## config.mk

```make
export PLATFORM = sky130hd
export DESIGN_NAME = conv_tap_engine
export DESIGN_NICKNAME = d
export VERILOG_FILES = /design/src/lenet_pkg.sv /design/src/mac_if.sv /design/src/approx_mult_8x8.sv /design/src/conv_ctrl.sv /design/src/conv_tap_engine.sv /design/src/mac_datapath.sv /design/src/tap_counter.sv
export SDC_FILE = /design/constraint.sdc
export NUM_CORES = 1
export LEC_CHECK = 0
export BUFFER_PORTS_ARGS = -buffer_cell sky130_fd_sc_hd__buf_2
export CAP_MARGIN = 10
export CORE_MARGIN = 3
export CORE_UTILIZATION = 64
export DETAILED_ROUTE_END_ITERATION = 10
export GPL_TIMING_DRIVEN = 0
export PLACE_DENSITY = 0.87
export SYNTH_ARGS = -nofsm -noshare
export SYNTH_HDL_FRONTEND = slang
export SYNTH_SLANG_ARGS = --single-unit
```

## constraint.sdc

```tcl
create_clock -name clk -period 15.42 [get_ports clk]
set_input_delay 1.542 -clock clk [delete_from_list [all_inputs] [get_ports clk]]
set_output_delay 1.542 -clock clk [all_outputs]
set_load 0.01 [all_outputs]
```

## src/lenet_pkg.sv

```systemverilog
package lenet_pkg;

    // operand and result widths.
    localparam int PIX_W     = 8;
    localparam int WGT_W     = 8;
    localparam int PROD_W    = 16;
    localparam int ACC_W     = 21;   // 25 * 65535 fits in 21 bits.
    localparam int TAP_IDX_W = 5;

    // one 5x5 window.
    localparam int TAP_COUNT = 25;

    typedef logic [PIX_W-1:0]     pix_t;
    typedef logic [WGT_W-1:0]     wgt_t;
    typedef logic [PROD_W-1:0]    prod_t;
    typedef logic [ACC_W-1:0]     acc_t;
    typedef logic [TAP_IDX_W-1:0] tap_idx_t;

    // window controller states.
    typedef enum logic [1:0] {
        IDLE,
        ACCUM,
        FLUSH,
        FINISH
    } ctrl_state_t;

endpackage

```

## src/mac_if.sv

```systemverilog
`timescale 1ns/10ps

interface mac_if;

    logic               clear_acc;   // empties the product stage and the sum.
    logic               tap_en;      // one pair taken per high edge.
    lenet_pkg::pix_t    pix;
    lenet_pkg::wgt_t    wgt;
    lenet_pkg::acc_t    acc;

    modport ctrl (
        output clear_acc,
        output tap_en
    );

    modport dp (
        input  clear_acc,
        input  tap_en,
        input  pix,
        input  wgt,
        output acc
    );

endinterface

```

## src/approx_mult_8x8.sv

```systemverilog
`timescale 1ns/10ps

module approx_mult_8x8 (
    input  lenet_pkg::pix_t  x,
    input  lenet_pkg::wgt_t  y,
    output lenet_pkg::prod_t z
);

    lenet_pkg::wgt_t  row [lenet_pkg::PIX_W];

    // correction bits, grouped by the weight they carry.
    logic             t2;
    logic             t3;
    logic [2:0]       t6;
    logic [4:0]       t7;
    logic [5:0]       t8;
    logic [1:0]       t9;
    logic [3:0]       t10;
    logic             t11;
    logic [1:0]       t12;

    lenet_pkg::prod_t exact_sum;
    lenet_pkg::prod_t corr_sum;

    // number of set bits, widened to the product width.
    function automatic lenet_pkg::prod_t ones(input logic [5:0] bits);
        lenet_pkg::prod_t n;
        n = '0;
        for (int i = 0; i < 6; i++) begin
            n = n + lenet_pkg::prod_t'(bits[i]);
        end
        return n;
    endfunction

    always_comb begin
        for (int r = 0; r < lenet_pkg::PIX_W; r++) begin
            row[r] = y & {lenet_pkg::WGT_W{x[r]}};
        end
    end

    // weight 2^2 and 2^3.
    assign t2     = row[0][1] | row[1][0];
    assign t3     = row[0][2] ^ row[1][1];

    // weight 2^6.
    assign t6[0]  = row[0][6] ^ row[1][5];
    assign t6[1]  = row[2][4] & row[3][3];
    assign t6[2]  = row[4][1] | row[5][0];

    // weight 2^7.
    assign t7[0]  = row[0][7] | row[1][6];
    assign t7[1]  = row[2][4] | row[3][3];
    assign t7[2]  = row[2][5] | row[3][4];
    assign t7[3]  = row[4][2] | row[5][1];
    assign t7[4]  = row[4][3] | row[5][2];

    // weight 2^8.
    assign t8[0]  = row[0][7] & row[1][6];
    assign t8[1]  = row[1][7];
    assign t8[2]  = row[2][5] & row[3][4];
    assign t8[3]  = row[2][6] | row[3][5];
    assign t8[4]  = row[4][4] & row[5][3];
    assign t8[5]  = row[4][4] ^ row[5][3];

    // weight 2^9.
    assign t9[0]  = row[2][7] | row[3][6];
    assign t9[1]  = row[4][5] ^ row[5][4];

    // weight 2^10.
    assign t10[0] = row[3][7];
    assign t10[1] = row[4][5] & row[5][4];
    assign t10[2] = row[4][6] & row[5][5];
    assign t10[3] = row[4][6] | row[5][5];

    // weight 2^11 and 2^12.
    assign t11    = row[4][7] ^ row[5][6];
    assign t12[0] = row[4][7] & row[5][6];
    assign t12[1] = row[5][7];

    // rows 6 and 7 stay exact.
    assign exact_sum = (lenet_pkg::prod_t'(row[6]) << 6)
                     + (lenet_pkg::prod_t'(row[7]) << 7);

    assign corr_sum = (ones(6'(t2))  << 2)
                    + (ones(6'(t3))  << 3)
                    + (ones(6'(t6))  << 6)
                    + (ones(6'(t7))  << 7)
                    + (ones(t8)      << 8)
                    + (ones(6'(t9))  << 9)
                    + (ones(6'(t10)) << 10)
                    + (ones(6'(t11)) << 11)
                    + (ones(6'(t12)) << 12);

    assign z = exact_sum + corr_sum;   // wraps at 16 bits.

endmodule

```

## src/conv_ctrl.sv

```systemverilog
`timescale 1ns/10ps

module conv_ctrl (
    input  logic clk,
    input  logic rst_n,
    input  logic start,
    input  logic in_valid,
    input  logic last,
    output logic cnt_clear,
    output logic cnt_inc,
    mac_if.ctrl  bus,
    output logic busy,
    output logic done
);

    lenet_pkg::ctrl_state_t state;
    lenet_pkg::ctrl_state_t state_nxt;
    logic                   open_win;
    logic                   take_tap;

    assign open_win = (state == lenet_pkg::IDLE) && start;
    assign take_tap = (state == lenet_pkg::ACCUM) && in_valid;

    always_comb begin
        state_nxt = state;
        case (state)
            lenet_pkg::IDLE: begin
                if (start) begin
                    state_nxt = lenet_pkg::ACCUM;
                end
            end
            lenet_pkg::ACCUM: begin
                if (in_valid && last) begin
                    state_nxt = lenet_pkg::FLUSH;   // final tap taken.
                end
            end
            lenet_pkg::FLUSH: begin
                state_nxt = lenet_pkg::FINISH;   // last product lands in the sum.
            end
            lenet_pkg::FINISH: begin
                state_nxt = lenet_pkg::IDLE;
            end
            default: begin
                state_nxt = lenet_pkg::IDLE;
            end
        endcase
    end

    always_ff @(posedge clk) begin
        if (!rst_n) begin
            state <= lenet_pkg::IDLE;
        end else begin
            state <= state_nxt;
        end
    end

    // a new window wipes the counter and the sum.
    assign cnt_clear     = open_win;
    assign bus.clear_acc = open_win;

    assign cnt_inc    = take_tap;
    assign bus.tap_en = take_tap;

    assign busy = (state != lenet_pkg::IDLE);
    assign done = (state == lenet_pkg::FINISH);

endmodule

```

## src/conv_tap_engine.sv

```systemverilog
`timescale 1ns/10ps

module conv_tap_engine (
    input  logic             clk,
    input  logic             rst_n,
    input  logic             start,
    input  logic             in_valid,
    input  lenet_pkg::pix_t  pix,
    input  lenet_pkg::wgt_t  wgt,
    output logic             busy,
    output logic             done,
    output lenet_pkg::acc_t  acc_out
);

    logic cnt_clear;
    logic cnt_inc;
    logic last;

    mac_if mac_bus ();

    // operands go straight to the multiplier.
    assign mac_bus.pix = pix;
    assign mac_bus.wgt = wgt;

    conv_ctrl conv_ctrl_inst (
        .clk       (clk),
        .rst_n     (rst_n),
        .start     (start),
        .in_valid  (in_valid),
        .last      (last),
        .cnt_clear (cnt_clear),
        .cnt_inc   (cnt_inc),
        .bus       (mac_bus),
        .busy      (busy),
        .done      (done)
    );

    tap_counter tap_counter_inst (
        .clk   (clk),
        .rst_n (rst_n),
        .clear (cnt_clear),
        .inc   (cnt_inc),
        .last  (last)
    );

    mac_datapath mac_datapath_inst (
        .clk   (clk),
        .rst_n (rst_n),
        .bus   (mac_bus)
    );

    assign acc_out = mac_bus.acc;   // holds until the next start.

endmodule

```

## src/mac_datapath.sv

```systemverilog
`timescale 1ns/10ps

module mac_datapath (
    input logic clk,
    input logic rst_n,
    mac_if.dp   bus
);

    lenet_pkg::prod_t prod_d;
    lenet_pkg::prod_t prod_q;
    logic             prod_vld;
    lenet_pkg::acc_t  acc_q;

    approx_mult_8x8 mult_inst (
        .x (bus.pix),
        .y (bus.wgt),
        .z (prod_d)
    );

    // product stage payload, qualified by prod_vld.
    always_ff @(posedge clk) begin
        if (bus.tap_en) begin
            prod_q <= prod_d;
        end
    end

    always_ff @(posedge clk) begin
        if (!rst_n) begin
            prod_vld <= 1'b0;
            acc_q    <= '0;
        end else if (bus.clear_acc) begin
            prod_vld <= 1'b0;   // drop anything in flight.
            acc_q    <= '0;
        end else begin
            prod_vld <= bus.tap_en;
            if (prod_vld) begin
                acc_q <= acc_q + lenet_pkg::acc_t'(prod_q);
            end
        end
    end

    assign bus.acc = acc_q;

endmodule

```

## src/tap_counter.sv

```systemverilog
`timescale 1ns/10ps

module tap_counter (
    input  logic clk,
    input  logic rst_n,
    input  logic clear,
    input  logic inc,
    output logic last
);

    lenet_pkg::tap_idx_t count;

    always_ff @(posedge clk) begin
        if (!rst_n) begin
            count <= '0;
        end else if (clear) begin
            count <= '0;
        end else if (inc) begin
            count <= count + 1'b1;
        end
    end

    // high while the next accepted tap closes the window.
    assign last = (count == lenet_pkg::tap_idx_t'(lenet_pkg::TAP_COUNT - 1));

endmodule

```

## Word level (Yosys, flattened, before mapping)

Cells that the tools add are included.

| cells by class | value |
|---|---|
| equality and inequality tests | 6 |
| mux-type cells | 3 |
| add/subtract/negate cells | 28 |
| bitwise gates (word level) | 31 |
| reduce and logical (&&, ||, !) cells | 7 |

Operators by type and width:

| cell | count |
|---|---|
| $and A8 B8 Y8 | 8 |
| $add A16 B16 Y16 | 2 |
| $add A21 B16 Y21 | 1 |
| $add A14 B15 Y16 | 1 |
| $add A15 B11 Y16 | 1 |
| $add A16 B12 Y16 | 1 |
| $add A16 B14 Y16 | 1 |
| $add A13 B14 Y15 | 1 |
| $add A10 B12 Y13 | 1 |
| $add A1 B1 Y2 | 6 |
| $add A2 B1 Y3 | 4 |
| $add A3 B1 Y4 | 3 |
| $add A4 B1 Y5 | 2 |
| $add A5 B9 Y10 | 1 |
| $or A1 B1 Y1 | 10 |
| $pmux W2 S4 | 1 |
| $and A1 B1 Y1 | 7 |
| $add A5 B1 Y6 | 1 |
| $add A3 B4 Y5 | 1 |
| $add A5 B1 Y5 const B | 1 |
| $eq A5 B5 Y1 const B | 1 |
| $xor A1 B1 Y1 | 5 |
| $eq A2 B2 Y1 const B | 2 |
| $mux W2 | 2 |
| other kinds (8) | 11 |

| storage, ports and cells | value |
|---|---|
| register bits | 45 |
| output and inout bits | 23 |

## Longest topological paths before layout

Gate-level depths: netlist of run 1.

| logic depth | value |
|---|---|
| word-level depth | 13 |
| depth in mapped cells | 21 |
| mapped depth without buffers | 21 |

## Cells and area by module

Synthesis of run 1 repeated with hierarchy kept, for this count alone.

| second synthesis, totals | value |
|---|---|
| cell total of the unflattened synthesis | 427 |
| area, all modules | 4026.4 µm² |

Modules (own cells, without submodules):

| module | sequential area each (µm²) | times used | cells an instance | area an instance (µm²) |
|---|---|---|---|---|
| mac_datapath | 920.9 | 1 | 212 | 2142.1 |
| approx_mult_8x8 | 0.0 | 1 | 166 | 1417.6 |
| tap_counter | 100.1 | 1 | 27 | 269.0 |
| conv_ctrl | 40.0 | 1 | 22 | 197.7 |

## Worst setup path after synthesis of run 1

Ideal clock, no wire load.

| timing | value |
|---|---|
| path type | input to register |
| start | input port wgt[6] |
| end | register mac_datapath_inst.prod_q[15] (data pin) |
| slack | 8.937 ns |
| setup time | 0.262 ns |
| arrival time | 6.221 ns |
| required time | 15.158 ns |
| path buffers | 1 |
| stages | 21 |
| cell sequence | clkbuf_1 > nand4_1 > fa_1 > fa_1 > inv_1 > ha_1 > fa_1 > fa_1 > inv_1 > fa_1 > inv_1 > ha_1 > ha_1 > inv_1 > fa_1 > inv_1 > a21oi_1 > o21bai_1 > a21o_1 > a21oi_1 > xor2_1 |

| on the way | value |
|---|---|
| word-level cells in the longest chain between the ends | 13 |

RTL lines:

| element | line | text |
|---|---|---|
| start, declared | conv_tap_engine.sv:9 | `input lenet_pkg::wgt_t wgt,` |
| $and A8 B8 Y8 | approx_mult_8x8.sv:37 | `row[r] = y & {lenet_pkg::WGT_W{x[r]}};` |
| $or A1 B1 Y1 or $and A1 B1 Y1 (tied branches) | approx_mult_8x8.sv:51, approx_mult_8x8.sv:58 |  |
| $add A1 B1 Y2 | approx_mult_8x8.sv:30 | `n = n + lenet_pkg::prod_t'(bits[i]);` |
| $add A2 B1 Y3 | approx_mult_8x8.sv:30 |  |
| $add A3 B1 Y4 | approx_mult_8x8.sv:30 |  |
| $add A4 B1 Y5 | approx_mult_8x8.sv:30 |  |
| $add A10 B12 Y13 or $add A5 B1 Y6 (tied branches) | approx_mult_8x8.sv:87, approx_mult_8x8.sv:30 |  |
| $add A13 B14 Y15 | approx_mult_8x8.sv:88 | `+ (ones(t8) << 8)` |
| $add A15 B11 Y16 | approx_mult_8x8.sv:89 | `+ (ones(6'(t9)) << 9)` |
| $add A16 B14 Y16 | approx_mult_8x8.sv:90 | `+ (ones(6'(t10)) << 10)` |
| $add A16 B12 Y16 | approx_mult_8x8.sv:91 | `+ (ones(6'(t11)) << 11)` |
| $add A16 B16 Y16 | approx_mult_8x8.sv:92 | `+ (ones(6'(t12)) << 12);` |
| $add A16 B16 Y16 (*) | approx_mult_8x8.sv:94 | `assign z = exact_sum + corr_sum;` |
| net mac_datapath_inst.mult_inst.z[15] | approx_mult_8x8.sv:6 | `output lenet_pkg::prod_t z` |
| end signal, assigned | mac_datapath.sv:23 | `prod_q <= prod_d;` |
| end, declared | mac_datapath.sv:10 | `lenet_pkg::prod_t prod_q;` |

The timed path passes the listed nets; every way through them passes the cells marked *.
A chain may end at the register's enable or synchronous reset.

## Worst setup path after layout of run 1

Same ends and word-level chain as after synthesis.

==> qor.csv, run 1 <==
metric,value,unit
Final Cell Area,3850,µm²
number of routed nets with antenna violations,0,
routed wire length,6710,µm
flop and latch count out of synthesis,39,
part of the Yosys area used for sequential elements,0.258,
clock transition time at the flip-flop clock pins of the worst setup and hold paths,0.07,ns
Final Wtd Congestion,0.851,
post-synth cell types,44,
H-Tree Depth,2,
count of nets after finishing,514,
crit-path max cell delay,0.55,ns
number of endpoints with negative hold slack in the final report,0,
initial antenna violation count,0,
worst-margin pin slew,0.619,ns
antenna cell count,0,
relative slew slack,0.587,
sum of net half-perimeters after detailed placement,5470,µm
type of the most critical hold path,reg2reg,
detailed-routing iteration count for the pre-antenna-repair pass,4,
Area growth syn-to-layout,10.4,%
Synth Flop Type,sky130_fd_sc_hd__dfxtp_1,
Worst Path Buf+Inv,6,
# Max-Cap Violations,0,
type of the worst setup path,in2reg,
Static Leak,0.00179,µW
Worst IR Drop VDD,0.0000771,V
combinational family with the most area after synthesis,adder cells,
area fraction in compound gates after synthesis,0.124,
count of clock tree sinks,39,
maximum fanout along the worst path,9,
minimum period implied by the final worst setup slack,6.61,ns
multiplexer fraction of the synthesized cell area,0.0258,
overflow left after global routing,0,
Simple-Gate Fraction of Synth Area,0.157,
DRC violation count after routing,0,
"Critical Path, Cell by Cell","clkbuf_1, nand4_1, fa_1, fa_1, inv_1, ha_1, fa_1, fa_1, inv_1, fa_1, inv_1, ha_1, ha_1, inv_1, fa_1, inv_1, a21oi_1, o21bai_1, a21o_1, a21oi_1, xor2_1",
quantity of gates resized following cts,0,
global-route wire length before repair,11400,µm
Async SR Flop Fraction,0,
final slew viol count,0,
effective utilization at floorplan,0.671,
power density relative to cell area,105,nW/µm²
CP endpoint kind,flop,
Die Outline Area,6380,µm²
gate count after technology mapping,379,
unrepaired setup endpoints after global routing,false,
Final setup violation count,0,
CTS root buf,sky130_fd_sc_hd__clkbuf_8,
cell area after placement,3770,µm²
layout cell share with drive strength beyond 1,0.129,
summed negative setup slack over all endpoints,0,ns
netlist area before placement,3490,µm²
CTS tree,built,
critical path's top delay family,adder cells,
via count of the first global-routing pass,2648,
setup bufs post-CTS,0,
vias per inst,5.60,
clock buffer depth,2,
row count,26,
post-detailed-route wirelength per cell,13.5,µm
die height,79.9,µm
Inserted Clock Buffers,5,
placeable core area,5200,µm²
total I/O pin count,43,
All-Layer GR Usage,0.225,
number of enable flip-flop cells after synthesis,12,
final setup skew,0.00554,ns
Fillers,390,
source-to-sink clock delay at the later pin of the worst-skew pair,0.29,ns
data arrival time of the worst path,6.64,ns
"Max stage delay cell, worst path",sky130_fd_sc_hd__fa_1,
adder and majority cell fraction of the synthesized area,0.303,
final cycle utilization of the critical path,0.428,
DRT iter0 DRCs,162,
DIE WIDTH,79.9,µm
Syn Area/Cell,9.21,µm²
xor-xnor portion of the synthesized cell area,0.0552,
pin count of the biggest net entering global routing,18,
"Top cell by count, worst path",sky130_fd_sc_hd__fa_1,
total of buffers placed on input and output ports,38,
run status,finished clean,
number of synthesis warnings,0,
sort of element at the start of the critical path,input pin,
Vias,2779,
Worst Path Required,15.46,ns
"Hold-fix buffers, CTS",0,
Max Clock Freq,151,MHz
-- area by class of cell --
cell class	count	area (µm²)	area share
Buffer	10	60.1	0.0156
Clock buffer	7	76.3	0.0198
Clock inverter	1	5.00	0.00130
Inverter	54	203	0.0526
Multi-Input combinational cell	277	2330	0.605
Sequential cell	39	901	0.234
Tap cell	70	87.6	0.0227
Timing Repair Buffer	38	190	0.0494
-- cell usage after synthesis, types with 2 or more instances --
library cell / number / area share
sky130_fd_sc_hd__edfxtp_1: 12 / 0.10
sky130_fd_sc_hd__clkbuf_1: 5 / 0.0054
sky130_fd_sc_hd__and3_1: 4 / 0.0072
sky130_fd_sc_hd__a21oi_2: 2 / 0.0050
sky130_fd_sc_hd__nor2_1: 22 / 0.024
sky130_fd_sc_hd__o21bai_1: 4 / 0.0086
sky130_fd_sc_hd__nor3b_1: 2 / 0.0043
sky130_fd_sc_hd__xnor2_1: 13 / 0.033
sky130_fd_sc_hd__buf_4: 3 / 0.0065
sky130_fd_sc_hd__nand2b_1: 6 / 0.011
sky130_fd_sc_hd__a21o_1: 3 / 0.0065
sky130_fd_sc_hd__mux2i_1: 9 / 0.026
sky130_fd_sc_hd__fa_1: 26 / 0.15
sky130_fd_sc_hd__o211ai_1: 2 / 0.0043
sky130_fd_sc_hd__nand4_1: 6 / 0.011
sky130_fd_sc_hd__nand2_1: 30 / 0.032
sky130_fd_sc_hd__a22oi_1: 3 / 0.0065
sky130_fd_sc_hd__o21ai_0: 11 / 0.016
sky130_fd_sc_hd__and2_1: 23 / 0.041
sky130_fd_sc_hd__a211oi_1: 4 / 0.0086
sky130_fd_sc_hd__inv_1: 54 / 0.058
sky130_fd_sc_hd__nor2b_1: 2 / 0.0036
sky130_fd_sc_hd__ha_1: 43 / 0.15
sky130_fd_sc_hd__o22ai_1: 3 / 0.0054
sky130_fd_sc_hd__a31oi_1: 3 / 0.0054
sky130_fd_sc_hd__or3_1: 5 / 0.0090
sky130_fd_sc_hd__a21oi_1: 20 / 0.029
sky130_fd_sc_hd__nand3_1: 4 / 0.0057
sky130_fd_sc_hd__dfxtp_1: 27 / 0.15
sky130_fd_sc_hd__a22o_1: 6 / 0.015
sky130_fd_sc_hd__xor2_1: 9 / 0.023
-- sequential cells by signal, summed over array words and instances, names as in the netlist --
| name | flops |
|---|---|
| conv_ctrl_inst.state | 2 |
| mac_datapath_inst.prod_vld | 1 |
| mac_datapath_inst.prod_q | 12 |
| mac_datapath_inst.bus.acc | 19 |
| tap_counter_inst.count | 5 |
-- cell families after synthesis --
logic type,after synthesis
AOI/OAI and AO/OA,67
buffers and inverters,64
other,1
xor gates and xnor gates,22
muxes,9
adders and majority gates,69
and+or+nand+nor,108
DFF,39
-- worst min-delay path: stages, from the launching register on --
cell                      delay [ns]
sky130_fd_sc_hd__dfxtp_1        0.31
sky130_fd_sc_hd__o21ai_0        0.07
sky130_fd_sc_hd__a21oi_1        0.06
-- cell usage in the layout (no fill, tap or decap), types with 13 or more instances in the layout --
master	Yosys	layout
sky130_fd_sc_hd__dfxtp_1	27	27
sky130_fd_sc_hd__xnor2_1	13	13
sky130_fd_sc_hd__inv_1	54	54
sky130_fd_sc_hd__buf_2	1	39
sky130_fd_sc_hd__nor2_1	22	22
sky130_fd_sc_hd__a21oi_1	20	20
sky130_fd_sc_hd__ha_1	43	43
sky130_fd_sc_hd__fa_1	26	26
sky130_fd_sc_hd__and2_1	23	23
sky130_fd_sc_hd__nand2_1	30	30
-- where the power goes --
part / switching [µW] / internal, µW / total [µW]
logic: 117 / 85.8 / 203
registers: 8.00 / 130 / 138
clock network: 34.4 / 31.7 / 66.1
-- layer usage --
layer / vias up / part of all wire / track usage
met5: - / 0 / 0
met4: 0 / 0.016 / 0.0608
met3: 12 / 0.038 / 0.0350
met2: 65 / 0.54 / 0.444
met1: 1353 / 0.40 / 0.244
li1: 1349 / - / -
-- final timing paths --
path                            slack, ns                             to                          start  depth (start not counted)
worst max-delay path                 8.81   mac_datapath_inst.prod_q[15]                         wgt[6]                         21
worst min-delay path                 0.49  mac_datapath_inst.bus.acc[20]  mac_datapath_inst.bus.acc[20]                          2
worst max register to register      13.15  mac_datapath_inst.bus.acc[20]   mac_datapath_inst.bus.acc[2]                          9
worst min register to register       0.49  mac_datapath_inst.bus.acc[20]  mac_datapath_inst.bus.acc[20]                          2
-- through the flow --
stage          hold WS (ns)  instances  worst slack (ns)  power (µW)   util
2_1_floorplan         0.466        380              8.94         294      -
3_3_place_gp          0.462        488              8.67         328  0.725
3_5_place_dp          0.481        488              8.48         342  0.725
4_1_cts               0.490        496              8.76         409  0.740
5_1_grt               0.518        496              8.51         448  0.740
6_report              0.489        496              8.81         406  0.740
(Power assumes the default switching activity.)
==> run 2, diff against run 1 <==
--- a/config.mk
+++ b/config.mk
@@ -8,10 +8,10 @@
 export BUFFER_PORTS_ARGS = -buffer_cell sky130_fd_sc_hd__buf_2
 export CAP_MARGIN = 10
 export CORE_MARGIN = 3
-export CORE_UTILIZATION = 64
+export CORE_UTILIZATION = 54
 export DETAILED_ROUTE_END_ITERATION = 10
 export GPL_TIMING_DRIVEN = 0
-export PLACE_DENSITY = 0.87
+export PLACE_DENSITY = 0.78
 export SYNTH_ARGS = -nofsm -noshare
 export SYNTH_HDL_FRONTEND = slang
 export SYNTH_SLANG_ARGS = --single-unit
==> constraint.sdc (replaced) <==
create_clock -name clk -period 6 [get_ports clk]
set_input_delay 0.6 -clock clk [delete_from_list [all_inputs] [get_ports clk]]
set_output_delay 0.6 -clock clk [all_outputs]
set_load 0.01 [all_outputs]
==> run 2 against run 1 <==
Sequential power rose to 2.6 times the previous value. Critical path type unchanged. Combinational power rose by 150%. Clock skew rose by 0.0038 ns. Power rose to 2.5 times the previous value. Register-to-register slack got worse by 9.4 ns. Utilization fell by 11 points. Critical endpoint unchanged. Largest power group unchanged. Critical path depth did not move. Worst setup slack got worse by 8.4 ns.
==> qor.csv, run 2 (synthesis gave the netlist of run 1 again) <==
metric,value,unit,change
post-detailed-route wirelength per cell,13.0,µm,was 13.5 µm
Finished Layout Cells,501,,was 496
"most common cell after layout, fill and taps aside",sky130_fd_sc_hd__inv_1,,unchanged
utilization after layout,0.634,,was 0.740
placeable core area,6100,µm²,was 5200 µm²
routed wire length,6490,µm,was 6710 µm
setup bufs post-CTS,0,,unchanged
DRT iter0 DRCs,59,,was 162
Internal Dissipation,632,µW,was 247 µW
"commonest non-fill, non-tap cells in the layout","sky130_fd_sc_hd__inv_1, sky130_fd_sc_hd__ha_1, sky130_fd_sc_hd__buf_2, sky130_fd_sc_hd__nand2_1, sky130_fd_sc_hd__dfxtp_1",,unchanged
clock transition time at the flip-flop clock pins of the worst setup and hold paths,0.08,ns,was 0.07 ns
relative slew slack,0.597,,was 0.587
metal3 WL,196,µm,was 257 µm
portion of total power attributed to the clock network,0.163,,about the same
total of buffers placed on input and output ports,38,,unchanged
WL met1,2770,µm,was 2690 µm
total net switching power,395,µW,was 159 µW
layout cell share with drive strength beyond 1,0.134,,was 0.129
data arrival time of the worst path,5.61,ns,was 6.64 ns
cell area after placement,3780,µm²,was 3770 µm²
Sw Share,0.384,,was 0.392
final setup skew,0.00930,ns,was 0.00554 ns
quantity of gates resized following cts,0,,unchanged
# Max-Cap Violations,0,,unchanged
combinational group share of total power,0.492,,was 0.499
detailed-routing iteration count for the pre-antenna-repair pass,4,,unchanged
maximum fanout along the worst path,9,,unchanged
via count of the first global-routing pass,2688,,was 2648
global-route wire length before repair,11500,µm,was 11400 µm
row count,28,,was 26
die height,86.4,µm,was 79.9 µm
Placed Cells,493,,was 488
Die Outline Area,7460,µm²,was 6380 µm²
worst reg2reg path startpoint,mac_datapath_inst.bus.acc[2],,unchanged
vias per inst,5.37,,was 5.60
H-Tree Depth,2,,unchanged
effective utilization at floorplan,0.573,,was 0.671
power density relative to cell area,266,nW/µm²,was 105 nW/µm²
CP endpoint kind,flop,,unchanged
CTS root buf,sky130_fd_sc_hd__clkbuf_8,,unchanged
run status,finished clean,,unchanged
Worst Path Required,6.03,ns,was 15.46 ns
worst min-delay path endpoint,mac_datapath_inst.bus.acc[19],,was mac_datapath_inst.bus.acc[20]
type of the worst setup path,in2reg,,unchanged
source-to-sink clock delay at the later pin of the worst-skew pair,0.29,ns,about the same
DRC violation count after routing,0,,unchanged
startpoint of the most critical hold path,mac_datapath_inst.bus.acc[19],,was mac_datapath_inst.bus.acc[20]
Final setup violation count,0,,unchanged
initial antenna violation count,0,,unchanged
Inserted Clock Buffers,5,,unchanged
Worst IR Drop VDD,0.000217,V,was 0.0000771 V
minimum period implied by the final worst setup slack,5.58,ns,
number of routed nets with antenna violations,0,,unchanged
depth of the worst hold-timing path,2,,unchanged
overflow left after global routing,0,,unchanged
Final Cell Area,3860,µm²,was 3850 µm²
final slew viol count,0,,unchanged
final cycle utilization of the critical path,0.930,,
worst-margin pin slew,0.604,ns,was 0.619 ns
sum of net half-perimeters after detailed placement,5420,µm,was 5470 µm
Max Clock Freq,179,MHz,
max reg flops,19,,unchanged
Final Wtd Congestion,0.903,,was 0.851
met2 layer wire length in the routed design,3440,µm,was 3650 µm
type of the most critical hold path,reg2reg,,unchanged
"Hold-fix buffers, CTS",0,,unchanged
total I/O pin count,43,,unchanged
clock buffer depth,2,,unchanged
Vias,2688,,was 2779
count of nets after finishing,514,,unchanged
DIE WIDTH,86.4,µm,was 79.9 µm
CTS tree,built,,unchanged
summed negative setup slack over all endpoints,0,ns,unchanged
Area growth syn-to-layout,10.6,%,was 10.4%
Static Leak,0.00180,µW,was 0.00179 µW
pin count of the biggest net entering global routing,18,,unchanged
number of cell instances on the worst register-to-register path,9,,unchanged
Worst R2R End,mac_datapath_inst.bus.acc[20],,unchanged
All-Layer GR Usage,0.191,,was 0.225
unrepaired setup endpoints after global routing,false,,unchanged
top routing layer in use,met4,,unchanged
sort of element at the start of the critical path,input pin,,unchanged
slack of the worst reg-to-reg path,3.76,ns,was 13.15 ns
antenna cell count,0,,unchanged
count of clock tree sinks,39,,unchanged
number of endpoints with negative hold slack in the final report,0,,unchanged
power share of the sequential group,0.344,,was 0.339
[run 2: worst max path at each step]
| stage | start | endpoint | slack [ns] | cells after the start |
|---|---|---|---|---|
| 5_1_grt | wgt[6] | mac_datapath_inst.prod_q[15] | 0.16 | 21 |
| 2_1_floorplan | wgt[6] | mac_datapath_inst.prod_q[15] | 0.46 | 21 |
| 4_1_cts | wgt[6] | mac_datapath_inst.prod_q[15] | 0.37 | 21 |
| 3_5_place_dp | wgt[6] | mac_datapath_inst.prod_q[15] | 0.09 | 21 |
| 3_3_place_gp | wgt[6] | mac_datapath_inst.prod_q[15] | 0.16 | 21 |
| 6_report | wgt[6] | mac_datapath_inst.prod_q[15] | 0.42 | 21 |
[run 2: cell type report]
type                    instances  area [µm²]
plain buffers                  10        60.1
fillers                       553        2230
multi-input cells             277        2330
well taps                      75        93.8
repair buffers                 38         190
clock buffers                   5        68.8
clock inverters                 3        15.0
flip-flops and latches         39         901
inverters                      54         203
[run 2: power groups by stage]
stage	Clock [µW]	Sequential [µW]	Combinational (µW)
after global routing	186	357	588
after CTS	175	354	515
final	168	354	506
after global placement	0	358	486
after floorplan	0	356	399
after detailed placement	0	360	513
[run 2: critical path, cell delays in order]
cell and delay [ns]:
sky130_fd_sc_hd__clkbuf_1 0.30, sky130_fd_sc_hd__nand4_1 0.18, sky130_fd_sc_hd__fa_1 0.52, sky130_fd_sc_hd__fa_1 0.56, sky130_fd_sc_hd__inv_1 0.04, sky130_fd_sc_hd__ha_1 0.19
sky130_fd_sc_hd__fa_1 0.46, sky130_fd_sc_hd__fa_1 0.54, sky130_fd_sc_hd__inv_1 0.05, sky130_fd_sc_hd__fa_1 0.53, sky130_fd_sc_hd__inv_1 0.04, sky130_fd_sc_hd__ha_1 0.29
sky130_fd_sc_hd__ha_1 0.18, sky130_fd_sc_hd__inv_1 0.06, sky130_fd_sc_hd__fa_1 0.39, sky130_fd_sc_hd__inv_1 0.07, sky130_fd_sc_hd__a21oi_1 0.05, sky130_fd_sc_hd__o21bai_1 0.20
sky130_fd_sc_hd__a21o_1 0.15, sky130_fd_sc_hd__a21oi_1 0.07, sky130_fd_sc_hd__xor2_1 0.15
[run 2: metal layers]
metal	GRT usage	up-vias
met5	0	-
met4	0.0595	0
met3	0.0333	7
met2	0.358	49
met1	0.219	1276
li1	-	1356
[run 2: metrics by stage]
stage | hold slack, ns | total power, µW | worst slack [ns]
floorplan | 0.466 | 755 | 0.459
global placement | 0.463 | 845 | 0.162
detailed placement | 0.476 | 873 | 0.0930
CTS | 0.487 | 1040 | 0.370
global route | 0.524 | 1130 | 0.155
finish | 0.487 | 1030 | 0.420
